--- config.mk ---
export PLATFORM = sky130hd
export DESIGN_NAME = xc_core
export DESIGN_NICKNAME = d
export VERILOG_FILES = /design/src/xc_cfg_pkg.sv /design/src/xc_types_pkg.sv /design/src/line_sampler.sv /design/src/auto_correlator.sv /design/src/cross_correlator.sv /design/src/report_framer.sv /design/src/xc_core.sv
export SDC_FILE = /design/constraint.sdc
export NUM_CORES = 1
export LEC_CHECK = 0
export ABC_CLOCK_PERIOD_IN_PS = 6300
export BUFFER_PORTS_ARGS = -buffer_cell sky130_fd_sc_hd__buf_2
export CELL_PAD_IN_SITES_DETAIL_PLACEMENT = 0
export CELL_PAD_IN_SITES_GLOBAL_PLACEMENT = 1
export CORE_MARGIN = 4
export CORE_UTILIZATION = 54
export CTS_CLUSTER_SIZE = 25
export DETAILED_ROUTE_END_ITERATION = 12
export HOLD_SLACK_MARGIN = 0.1
export MAX_ROUTING_LAYER = met4
export PLACE_DENSITY_LB_ADDON = 0.1
export SYNTH_ARGS = -nofsm -noshare
export SYNTH_HDL_FRONTEND = slang
export SYNTH_HIERARCHICAL = 1
export SYNTH_SLANG_ARGS = --single-unit
--- constraint.sdc ---
create_clock -name clk -period 6.3 [get_ports clk]
set_input_delay 0.63 -clock clk [delete_from_list [all_inputs] [get_ports clk]]
set_output_delay 0.63 -clock clk [all_outputs]
set_load 0.01 [all_outputs]
--- src/xc_cfg_pkg.sv ---
package xc_cfg_pkg;

    // Detector front end
    localparam int NUM_LINES = 4;                     // Detector lines
    localparam int NUM_LAGS  = 4;                     // Autocorrelation lags 0 to 3
    localparam int NUM_PAIRS = NUM_LINES * (NUM_LINES - 1) / 2; // Six line pairs

    localparam int LINE_W = $clog2(NUM_LINES);        // Bits to select a line
    localparam int LAG_W  = $clog2(NUM_LAGS);         // Bits to select a lag
    localparam int PAIR_W = $clog2(NUM_PAIRS);        // Bits to select a pair

    // Counter sizing
    localparam int COUNT_W = 16;                      // Coincidence counter width
    localparam logic [COUNT_W-1:0] COUNT_MAX = {COUNT_W{1'b1}}; // Saturation value

    // Pair table, pair p correlates line PAIR_A[p] with line PAIR_B[p]
    localparam int PAIR_A [NUM_PAIRS] = '{0, 0, 0, 1, 1, 2}; // First line of pair
    localparam int PAIR_B [NUM_PAIRS] = '{1, 2, 3, 2, 3, 3}; // Second line of pair

    // Frame layout
    localparam int INDEX_W      = 6;                           // Word index width
    localparam int HEADER_WORDS = 1;                           // Sequence header
    localparam int AUTO_WORDS   = NUM_LINES * NUM_LAGS;        // One per line and lag
    localparam int CROSS_WORDS  = NUM_PAIRS;                   // One per pair
    localparam int AUTO_BASE    = HEADER_WORDS;                // First auto word slot
    localparam int CROSS_BASE   = AUTO_BASE + AUTO_WORDS;      // First cross word slot
    localparam int FRAME_WORDS  = CROSS_BASE + CROSS_WORDS;    // 23 words per frame

endpackage

--- src/xc_types_pkg.sv ---
package xc_types_pkg;

    import xc_cfg_pkg::*;

    // Basic vectors
    typedef logic [NUM_LINES-1:0] line_vec_t;        // One bit per detector line
    typedef logic [COUNT_W-1:0]   count_t;           // One saturating count

    // Tag carried by every report word
    typedef enum logic [1:0] {
        KIND_HEADER = 2'd0,                          // Sequence number word
        KIND_AUTO   = 2'd1,                          // Autocorrelation word
        KIND_CROSS  = 2'd2                           // Crosscorrelation word
    } word_kind_t;

    // Edge history from the sampler, past[k] holds the edges of k cycles ago
    typedef struct packed {
        line_vec_t [NUM_LAGS-1:1] past;              // Lags 3 down to 1
        line_vec_t                now;               // Edges of this cycle
    } edge_hist_t;

    // Autocorrelation bank, count[line][lag]
    typedef struct packed {
        count_t [NUM_LINES-1:0][NUM_LAGS-1:0] count; // 16 counts, 256 bits
    } auto_counts_t;

    // Crosscorrelation bank in pair order
    typedef struct packed {
        count_t [NUM_PAIRS-1:0] count;               // 6 counts, 96 bits
    } cross_counts_t;

    // One tagged output word
    typedef struct packed {
        word_kind_t         kind;                    // Header, auto or cross
        logic [INDEX_W-1:0] index;                   // Line*4+lag or pair number
        count_t             count;                   // Count or sequence number
    } report_word_t;

endpackage

--- src/line_sampler.sv ---
`timescale 1ns/1ps

module line_sampler (
    input  logic                              clk,
    input  logic                              reset,
    input  logic [xc_cfg_pkg::NUM_LINES-1:0]  line_in,   // Raw detector levels
    output xc_types_pkg::edge_hist_t          hist       // Edges with lagged copies
);

    import xc_cfg_pkg::*;
    import xc_types_pkg::*;

    line_vec_t                sync1_q;                   // First synchronizer stage
    line_vec_t                sync2_q;                   // Second synchronizer stage
    line_vec_t                prev_q;                    // Level one cycle earlier
    line_vec_t                edge_q;                    // Registered rising edges
    line_vec_t [NUM_LAGS-1:1] past_q;                    // Edge history, lag 1 in slot 1

    // Synchronizer, edge detect and history shift share one register stage each
    always_ff @(posedge clk) begin
        if (reset) begin
            sync1_q <= '0;                               // Lines read as idle low
            sync2_q <= '0;
            prev_q  <= '0;
            edge_q  <= '0;                               // No spurious edge out of reset
            past_q  <= '0;                               // History starts empty
        end else begin
            sync1_q <= line_in;                          // Capture asynchronous levels
            sync2_q <= sync1_q;                          // Settle metastability
            prev_q  <= sync2_q;                          // Remember last clean level
            edge_q  <= sync2_q & ~prev_q;                // Rising edge, 0 then 1
            past_q  <= {past_q[NUM_LAGS-2:1], edge_q};   // Shift older edges upward
        end
    end

    // Edges reach the correlators three cycles after line_in changes
    assign hist.now  = edge_q;                           // Current edge vector
    assign hist.past = past_q;                           // Lags 1 to 3

endmodule

--- src/auto_correlator.sv ---
`timescale 1ns/1ps

module auto_correlator (
    input  logic                         clk,
    input  logic                         reset,
    input  xc_types_pkg::edge_hist_t     hist,      // Edge history from sampler
    input  logic                         snap,      // Snapshot and restart strobe
    output xc_types_pkg::auto_counts_t   counts     // Snapshot bank
);

    import xc_cfg_pkg::*;
    import xc_types_pkg::*;

    logic [NUM_LINES-1:0][NUM_LAGS-1:0] hit;        // Coincidence this cycle
    auto_counts_t                       live_q;     // Counters of the open window
    auto_counts_t                       snap_q;     // Counters of the last window

    // A lag k hit needs an edge now and an edge k cycles back on the same line
    always_comb begin
        for (int i = 0; i < NUM_LINES; i++) begin
            hit[i][0] = hist.now[i];                // Lag 0 is the plain edge count
            for (int k = 1; k < NUM_LAGS; k++) begin
                hit[i][k] = hist.now[i] & hist.past[k][i];
            end
        end
    end

    always_ff @(posedge clk) begin
        if (reset) begin
            live_q <= '0;                           // Empty window
            snap_q <= '0;                           // Nothing captured yet
        end else begin
            if (snap) begin
                snap_q <= live_q;                   // Freeze the closing window
            end
            for (int i = 0; i < NUM_LINES; i++) begin
                for (int k = 0; k < NUM_LAGS; k++) begin
                    if (snap) begin
                        // Restart, a hit in the snap cycle opens the new window
                        live_q.count[i][k] <= COUNT_W'(hit[i][k]);
                    end else if (hit[i][k] && live_q.count[i][k] != COUNT_MAX) begin
                        live_q.count[i][k] <= live_q.count[i][k] + 1'b1; // Saturating
                    end
                end
            end
        end
    end

    assign counts = snap_q;                         // Framer reads the frozen bank

    // Counters only move upward between snapshots
    for (genvar gi = 0; gi < NUM_LINES; gi++) begin : g_line_chk
        for (genvar gk = 0; gk < NUM_LAGS; gk++) begin : g_lag_chk
            a_live_monotonic: assert property (
                @(posedge clk) disable iff (reset)
                !snap |=> live_q.count[gi][gk] >= $past(live_q.count[gi][gk])
            );
        end
    end

endmodule

--- src/cross_correlator.sv ---
`timescale 1ns/1ps

module cross_correlator (
    input  logic                          clk,
    input  logic                          reset,
    input  xc_types_pkg::edge_hist_t      hist,     // Edge history from sampler
    input  logic                          snap,     // Snapshot and restart strobe
    output xc_types_pkg::cross_counts_t   counts    // Snapshot bank
);

    import xc_cfg_pkg::*;
    import xc_types_pkg::*;

    logic [NUM_PAIRS-1:0] hit;                      // Same-cycle pair coincidence
    cross_counts_t        live_q;                   // Counters of the open window
    cross_counts_t        snap_q;                   // Counters of the last window

    // Both lines of the pair must show an edge in the same cycle
    always_comb begin
        for (int p = 0; p < NUM_PAIRS; p++) begin
            hit[p] = hist.now[PAIR_A[p]] & hist.now[PAIR_B[p]];
        end
    end

    always_ff @(posedge clk) begin
        if (reset) begin
            live_q <= '0;                           // Empty window
            snap_q <= '0;                           // Nothing captured yet
        end else begin
            if (snap) begin
                snap_q <= live_q;                   // Freeze the closing window
            end
            for (int p = 0; p < NUM_PAIRS; p++) begin
                if (snap) begin
                    live_q.count[p] <= COUNT_W'(hit[p]); // Restart with this cycle's hit
                end else if (hit[p] && live_q.count[p] != COUNT_MAX) begin
                    live_q.count[p] <= live_q.count[p] + 1'b1; // Hold at 65535
                end
            end
        end
    end

    assign counts = snap_q;                         // Framer reads the frozen bank

    // The framer issues one snap per accepted capture, never back to back
    a_snap_single: assert property (
        @(posedge clk) disable iff (reset)
        snap |=> !snap
    );

endmodule

--- src/report_framer.sv ---
`timescale 1ns/1ps

module report_framer (
    input  logic                          clk,
    input  logic                          reset,
    input  logic                          capture,      // One-cycle capture request
    input  xc_types_pkg::auto_counts_t    auto_counts,  // Frozen auto bank
    input  xc_types_pkg::cross_counts_t   cross_counts, // Frozen cross bank
    output logic                          snap,         // Snapshot strobe to correlators
    output xc_types_pkg::report_word_t    word,         // Tagged frame word
    output logic                          word_valid,   // Word strobe
    output logic                          busy          // Frame in progress
);

    import xc_cfg_pkg::*;
    import xc_types_pkg::*;

    typedef enum logic [1:0] {
        ST_IDLE,                                        // Waiting for capture
        ST_SNAP,                                        // Snap strobe on the wire
        ST_SEND                                         // Streaming frame words
    } state_t;

    state_t             state_q;                        // Sequencer state
    logic               snap_q;                         // Registered snap strobe
    logic               valid_q;                        // Registered word strobe
    logic               busy_q;                         // Registered busy level
    logic [INDEX_W-1:0] idx_q;                          // Slot of the next word
    count_t             seq_q;                          // Frame sequence number
    report_word_t       word_q;                         // Output word register
    report_word_t       next_word;                      // Word for slot idx_q
    logic [INDEX_W-1:0] auto_off;                       // Slot relative to auto base
    logic [INDEX_W-1:0] cross_off;                      // Slot relative to cross base
    logic               last_slot;                      // Final word of the frame

    assign last_slot = (idx_q == INDEX_W'(FRAME_WORDS - 1));

    // Frame layout decode, header then auto words then cross words
    always_comb begin
        auto_off  = idx_q - INDEX_W'(AUTO_BASE);
        cross_off = idx_q - INDEX_W'(CROSS_BASE);
        if (idx_q < INDEX_W'(AUTO_BASE)) begin
            next_word.kind  = KIND_HEADER;
            next_word.index = '0;                       // Header index is fixed
            next_word.count = seq_q;                    // Carries the sequence number
        end else if (idx_q < INDEX_W'(CROSS_BASE)) begin
            next_word.kind  = KIND_AUTO;
            next_word.index = auto_off;                 // Line*4 + lag by construction
            next_word.count = auto_counts.count[auto_off[LAG_W +: LINE_W]]
                                               [auto_off[LAG_W-1:0]];
        end else begin
            next_word.kind  = KIND_CROSS;
            next_word.index = cross_off;                // Pair number
            next_word.count = cross_counts.count[cross_off[PAIR_W-1:0]];
        end
    end

    // Capture control and word sequencer
    always_ff @(posedge clk) begin
        if (reset) begin
            state_q <= ST_IDLE;
            snap_q  <= 1'b0;
            valid_q <= 1'b0;
            busy_q  <= 1'b0;
            idx_q   <= '0;
            seq_q   <= '0;                              // First frame reports 0
        end else begin
            case (state_q)
                ST_IDLE: begin
                    valid_q <= 1'b0;                    // Drops after the last word
                    busy_q  <= 1'b0;
                    if (capture && !busy_q) begin       // Last-word cycle still busy
                        busy_q  <= 1'b1;
                        snap_q  <= 1'b1;                // Snap in the next cycle
                        state_q <= ST_SNAP;
                    end
                end
                ST_SNAP: begin
                    snap_q  <= 1'b0;                    // Single-cycle strobe
                    idx_q   <= '0;                      // Start at the header
                    state_q <= ST_SEND;
                end
                ST_SEND: begin
                    valid_q <= 1'b1;                    // One word per cycle
                    idx_q   <= idx_q + 1'b1;
                    if (last_slot) begin
                        seq_q   <= seq_q + 1'b1;        // Next frame number
                        state_q <= ST_IDLE;
                    end
                end
                default: begin
                    state_q <= ST_IDLE;
                end
            endcase
        end
    end

    // Payload register, qualified by word_valid
    always_ff @(posedge clk) begin
        if (state_q == ST_SEND) begin
            word_q <= next_word;
        end
    end

    assign snap       = snap_q;
    assign word       = word_q;
    assign word_valid = valid_q;
    assign busy       = busy_q;

    a_valid_in_busy: assert property (
        @(posedge clk) disable iff (reset)
        word_valid |-> busy
    );

endmodule

--- src/xc_core.sv ---
`timescale 1ns/1ps

module xc_core (
    input  logic                              clk,
    input  logic                              reset,
    input  logic [xc_cfg_pkg::NUM_LINES-1:0]  line_in,     // Detector levels
    input  logic                              capture,     // Capture strobe
    output xc_types_pkg::report_word_t        word,        // Tagged frame word
    output logic                              word_valid,  // Word strobe
    output logic                              busy         // Frame in progress
);

    import xc_types_pkg::*;

    edge_hist_t    hist;                       // Shared edge stream
    logic          snap;                       // Snapshot strobe
    auto_counts_t  auto_counts;                // Frozen auto bank
    cross_counts_t cross_counts;               // Frozen cross bank

    // Front end, sync and edge history
    line_sampler sampler_i (
        .clk     (clk),
        .reset   (reset),
        .line_in (line_in),
        .hist    (hist)
    );

    // Same-line lagged coincidences
    auto_correlator auto_i (
        .clk    (clk),
        .reset  (reset),
        .hist   (hist),
        .snap   (snap),
        .counts (auto_counts)
    );

    // Pairwise same-cycle coincidences
    cross_correlator cross_i (
        .clk    (clk),
        .reset  (reset),
        .hist   (hist),
        .snap   (snap),
        .counts (cross_counts)
    );

    // Capture handling and frame output
    report_framer framer_i (
        .clk          (clk),
        .reset        (reset),
        .capture      (capture),
        .auto_counts  (auto_counts),
        .cross_counts (cross_counts),
        .snap         (snap),
        .word         (word),
        .word_valid   (word_valid),
        .busy         (busy)
    );

endmodule

==> run metrics <==
Synth async-reset ratio=0%; hold depth=2; final setup TNS=0 ps; P&R area growth vs syn=9.21%; TritonCTS clock tree=done; Hold Path Class=primary input to register; post-CTS setup buffer count=0; Cell variety after synth=88; CTS buffer count=83; gr usage total=29.5%; Clock Tree Buf Depth=3; count leader, synth=dfxtp_1; clock period minus worst slack=4300 ps; top area cells in the synthesized netlist=dfxtp_1, mux2i_1, nor2_1; clock-pin slew on the worst setup and hold paths=60 ps; Root Buffer=clkbuf_16; 1st-pass router iterations=6; Rel. slew slack=27.2%; Starting DRT DRC Count=2276; antenna violations before repair=3; final net count=3874; Clock Skew=21.5 ps; final hold vios=0; Max Cap Viol=0; Total Power=0.0115 W; synthesized flop and latch total=783; pwr dens=290 nW/um^2; placed inst area=36800 sq um; nature of the critical path endpoint=register; Final Cell Area=39600 sq um; PortBufs=32; Post-Route WL=104000 um; Seq/Total Area, Yosys=43.9%; DRC Markers=0; Post-Syn Instances=3911; CTS sink cnt=783; RSZ-0062 raised after global routing=no; final setup fails=0; die height=267 um; area leader, netlist=dfxtp_1; reg2reg end=framer_i/word[14]; Core Rows=94; post-layout util=59.9%; gpl congestion=0.934; f_max=233 MHz; die span in x=267 um; critical hold path startpoint=line_in[3]; layout cell share with drive strength beyond 1=7.93%; initial core utilization=54.8%; Synth top cells by count=dfxtp_1, nor2_1, mux2i_1; Synth top area share=41.9%; largest net degree at the start of global routing=194; vias in the first global route=26.8k; predominant post-synthesis flop cell=dfxtp_1; Slew Viols, Final=0; grt ovf=0; Fill cells=5640; I/O Pins=33; post-DP HPWL=74900 um; EDFF count, synth=24; Leak Pwr=14.0 nW; hold-fix buffer count after cts=0; clock latency on the worst-skew pair=640 ps; DR vias=29.0k; Arrival @ worst endpoint=4740 ps; R2R Setup Slk=2000 ps; fin crit share=68.2%; Worst Path Max Fanout=70; core area=66100 sq um; launch point of the worst reg-to-reg path=framer_i/idx_q[0]; first-pass GRT wire length=161000 um; crit start category=register; Synthesis Warnings=6; worst vdd ir=0.197 mV; critical path class=register to register; CP Data Required Time=6750 ps; worst hold margin=215 ps; via/cell ratio=6.08; die area=71300 sq um; WHS Endpoint=sampler_i/sync1_q[3]; antenna-violating nets left=0; actual slew at the worst max-slew pin=1090 ps; path depth of the worst reg2reg path=7; net count after synthesis=3947; mean routed wirelength per cell=21.9 um; status=complete, no violations; CTS resizes=0; Synth Area per Inst=9.27 sq um; synthesized area=36200 sq um; maximum level of the CTS H-tree=3
## flip-flops by register name, indices dropped and copies added (netlist names)
signal / count
framer_i/word_valid: 1
sampler_i/edge_q: 4
sampler_i/sync1_q: 4
framer_i/state_q: 2
cross_i/counts: 96
sampler_i/sync2_q: 4
framer_i/snap: 1
auto_i/live_q: 256
framer_i/busy: 1
framer_i/word: 24
framer_i/seq_q: 16
sampler_i/prev_q: 4
framer_i/idx_q: 6
auto_i/counts: 256
sampler_i/hist: 12
cross_i/live_q: 96
## worst max-delay path, cell delays in order (launching register included)
cell and delay (ps):
dfxtp_4 620, inv_1 240, ha_2 880, nand2b_1 700, o21bai_1 360, a21oi_1 850
a221oi_1 270, o31ai_1 150
## kinds of logic after synthesis
| kind of cell | share of synthesized area, % |
|---|---|
| multiplexers | 14.7 |
| flip-flops | 43.9 |
| adder cells (fa/ha/maj) | 1.00 |
| buffers and inverters | 3.10 |
| AO/OA/AOI/OAI | 8.71 |
| AND/OR/NAND/NOR | 22.4 |
| XOR/XNOR | 6.21 |
## stage by stage
step	cells	worst slack, ps
2_1_floorplan	3911	3640
3_3_place_gp	4617	2190
3_5_place_dp	4617	2080
4_1_cts	4763	2080
5_1_grt	4764	1660
6_report	4764	2000
## final cells by class
class                           count  area (sq um)  area share [%]
Tap cell                          864          1080            2.73
Multi-Input combinational cell   2875         19200            48.6
Clock buffer                      124          2530            6.39
Clock inverter                     22           258           0.651
Timing Repair Buffer               60           430            1.09
Antenna cell                        1          2.50         0.00632
Sequential cell                   783         15900            40.2
Inverter                           35           131           0.332
## placed cells by master (no fill, tap or decap), types with 61 or more instances in the layout
| cell type | count |
|---|---|
| nor2_1 | 723 |
| nand3_1 | 165 |
| o21ai_0 | 77 |
| nor3_1 | 99 |
| nand4_1 | 111 |
| mux2i_1 | 446 |
| nand2_1 | 178 |
| xor2_1 | 112 |
| xnor2_1 | 144 |
| a21oi_1 | 91 |
| clkbuf_16 | 89 |
| dfxtp_1 | 756 |
| and3_1 | 61 |
## worst max-delay path by stage
stage,from,end
finish,framer_i/idx_q[0],framer_i/word[14]
global route,framer_i/idx_q[0],framer_i/word[7]
CTS,framer_i/idx_q[0],framer_i/word[2]
detailed placement,framer_i/idx_q[0],framer_i/word[12]
global placement,framer_i/idx_q[0],framer_i/word[2]
floorplan,framer_i/idx_q[0],framer_i/word[10]
## routing by layer
| metal | GRT usage (%) | vias up | wire length, um |
|---|---|---|---|
| li1 | - | 13831 | - |
| met1 | 41.3 | 14138 | 48400 |
| met2 | 45.7 | 846 | 47400 |
| met3 | 3.37 | 151 | 5860 |
| met4 | 8.02 | 0 | 2710 |
| met5 | - | - | 0 |
## power breakdown
group,total [W],switching [W],internal [W]
Combinational,0.00138,0.000879,0.000504
Clock,0.00497,0.00203,0.00294
Sequential,0.00511,0.0000943,0.00501
Total,0.0115,0.00300,0.00846
No activity file was read; power rests on OpenSTA's default activity.
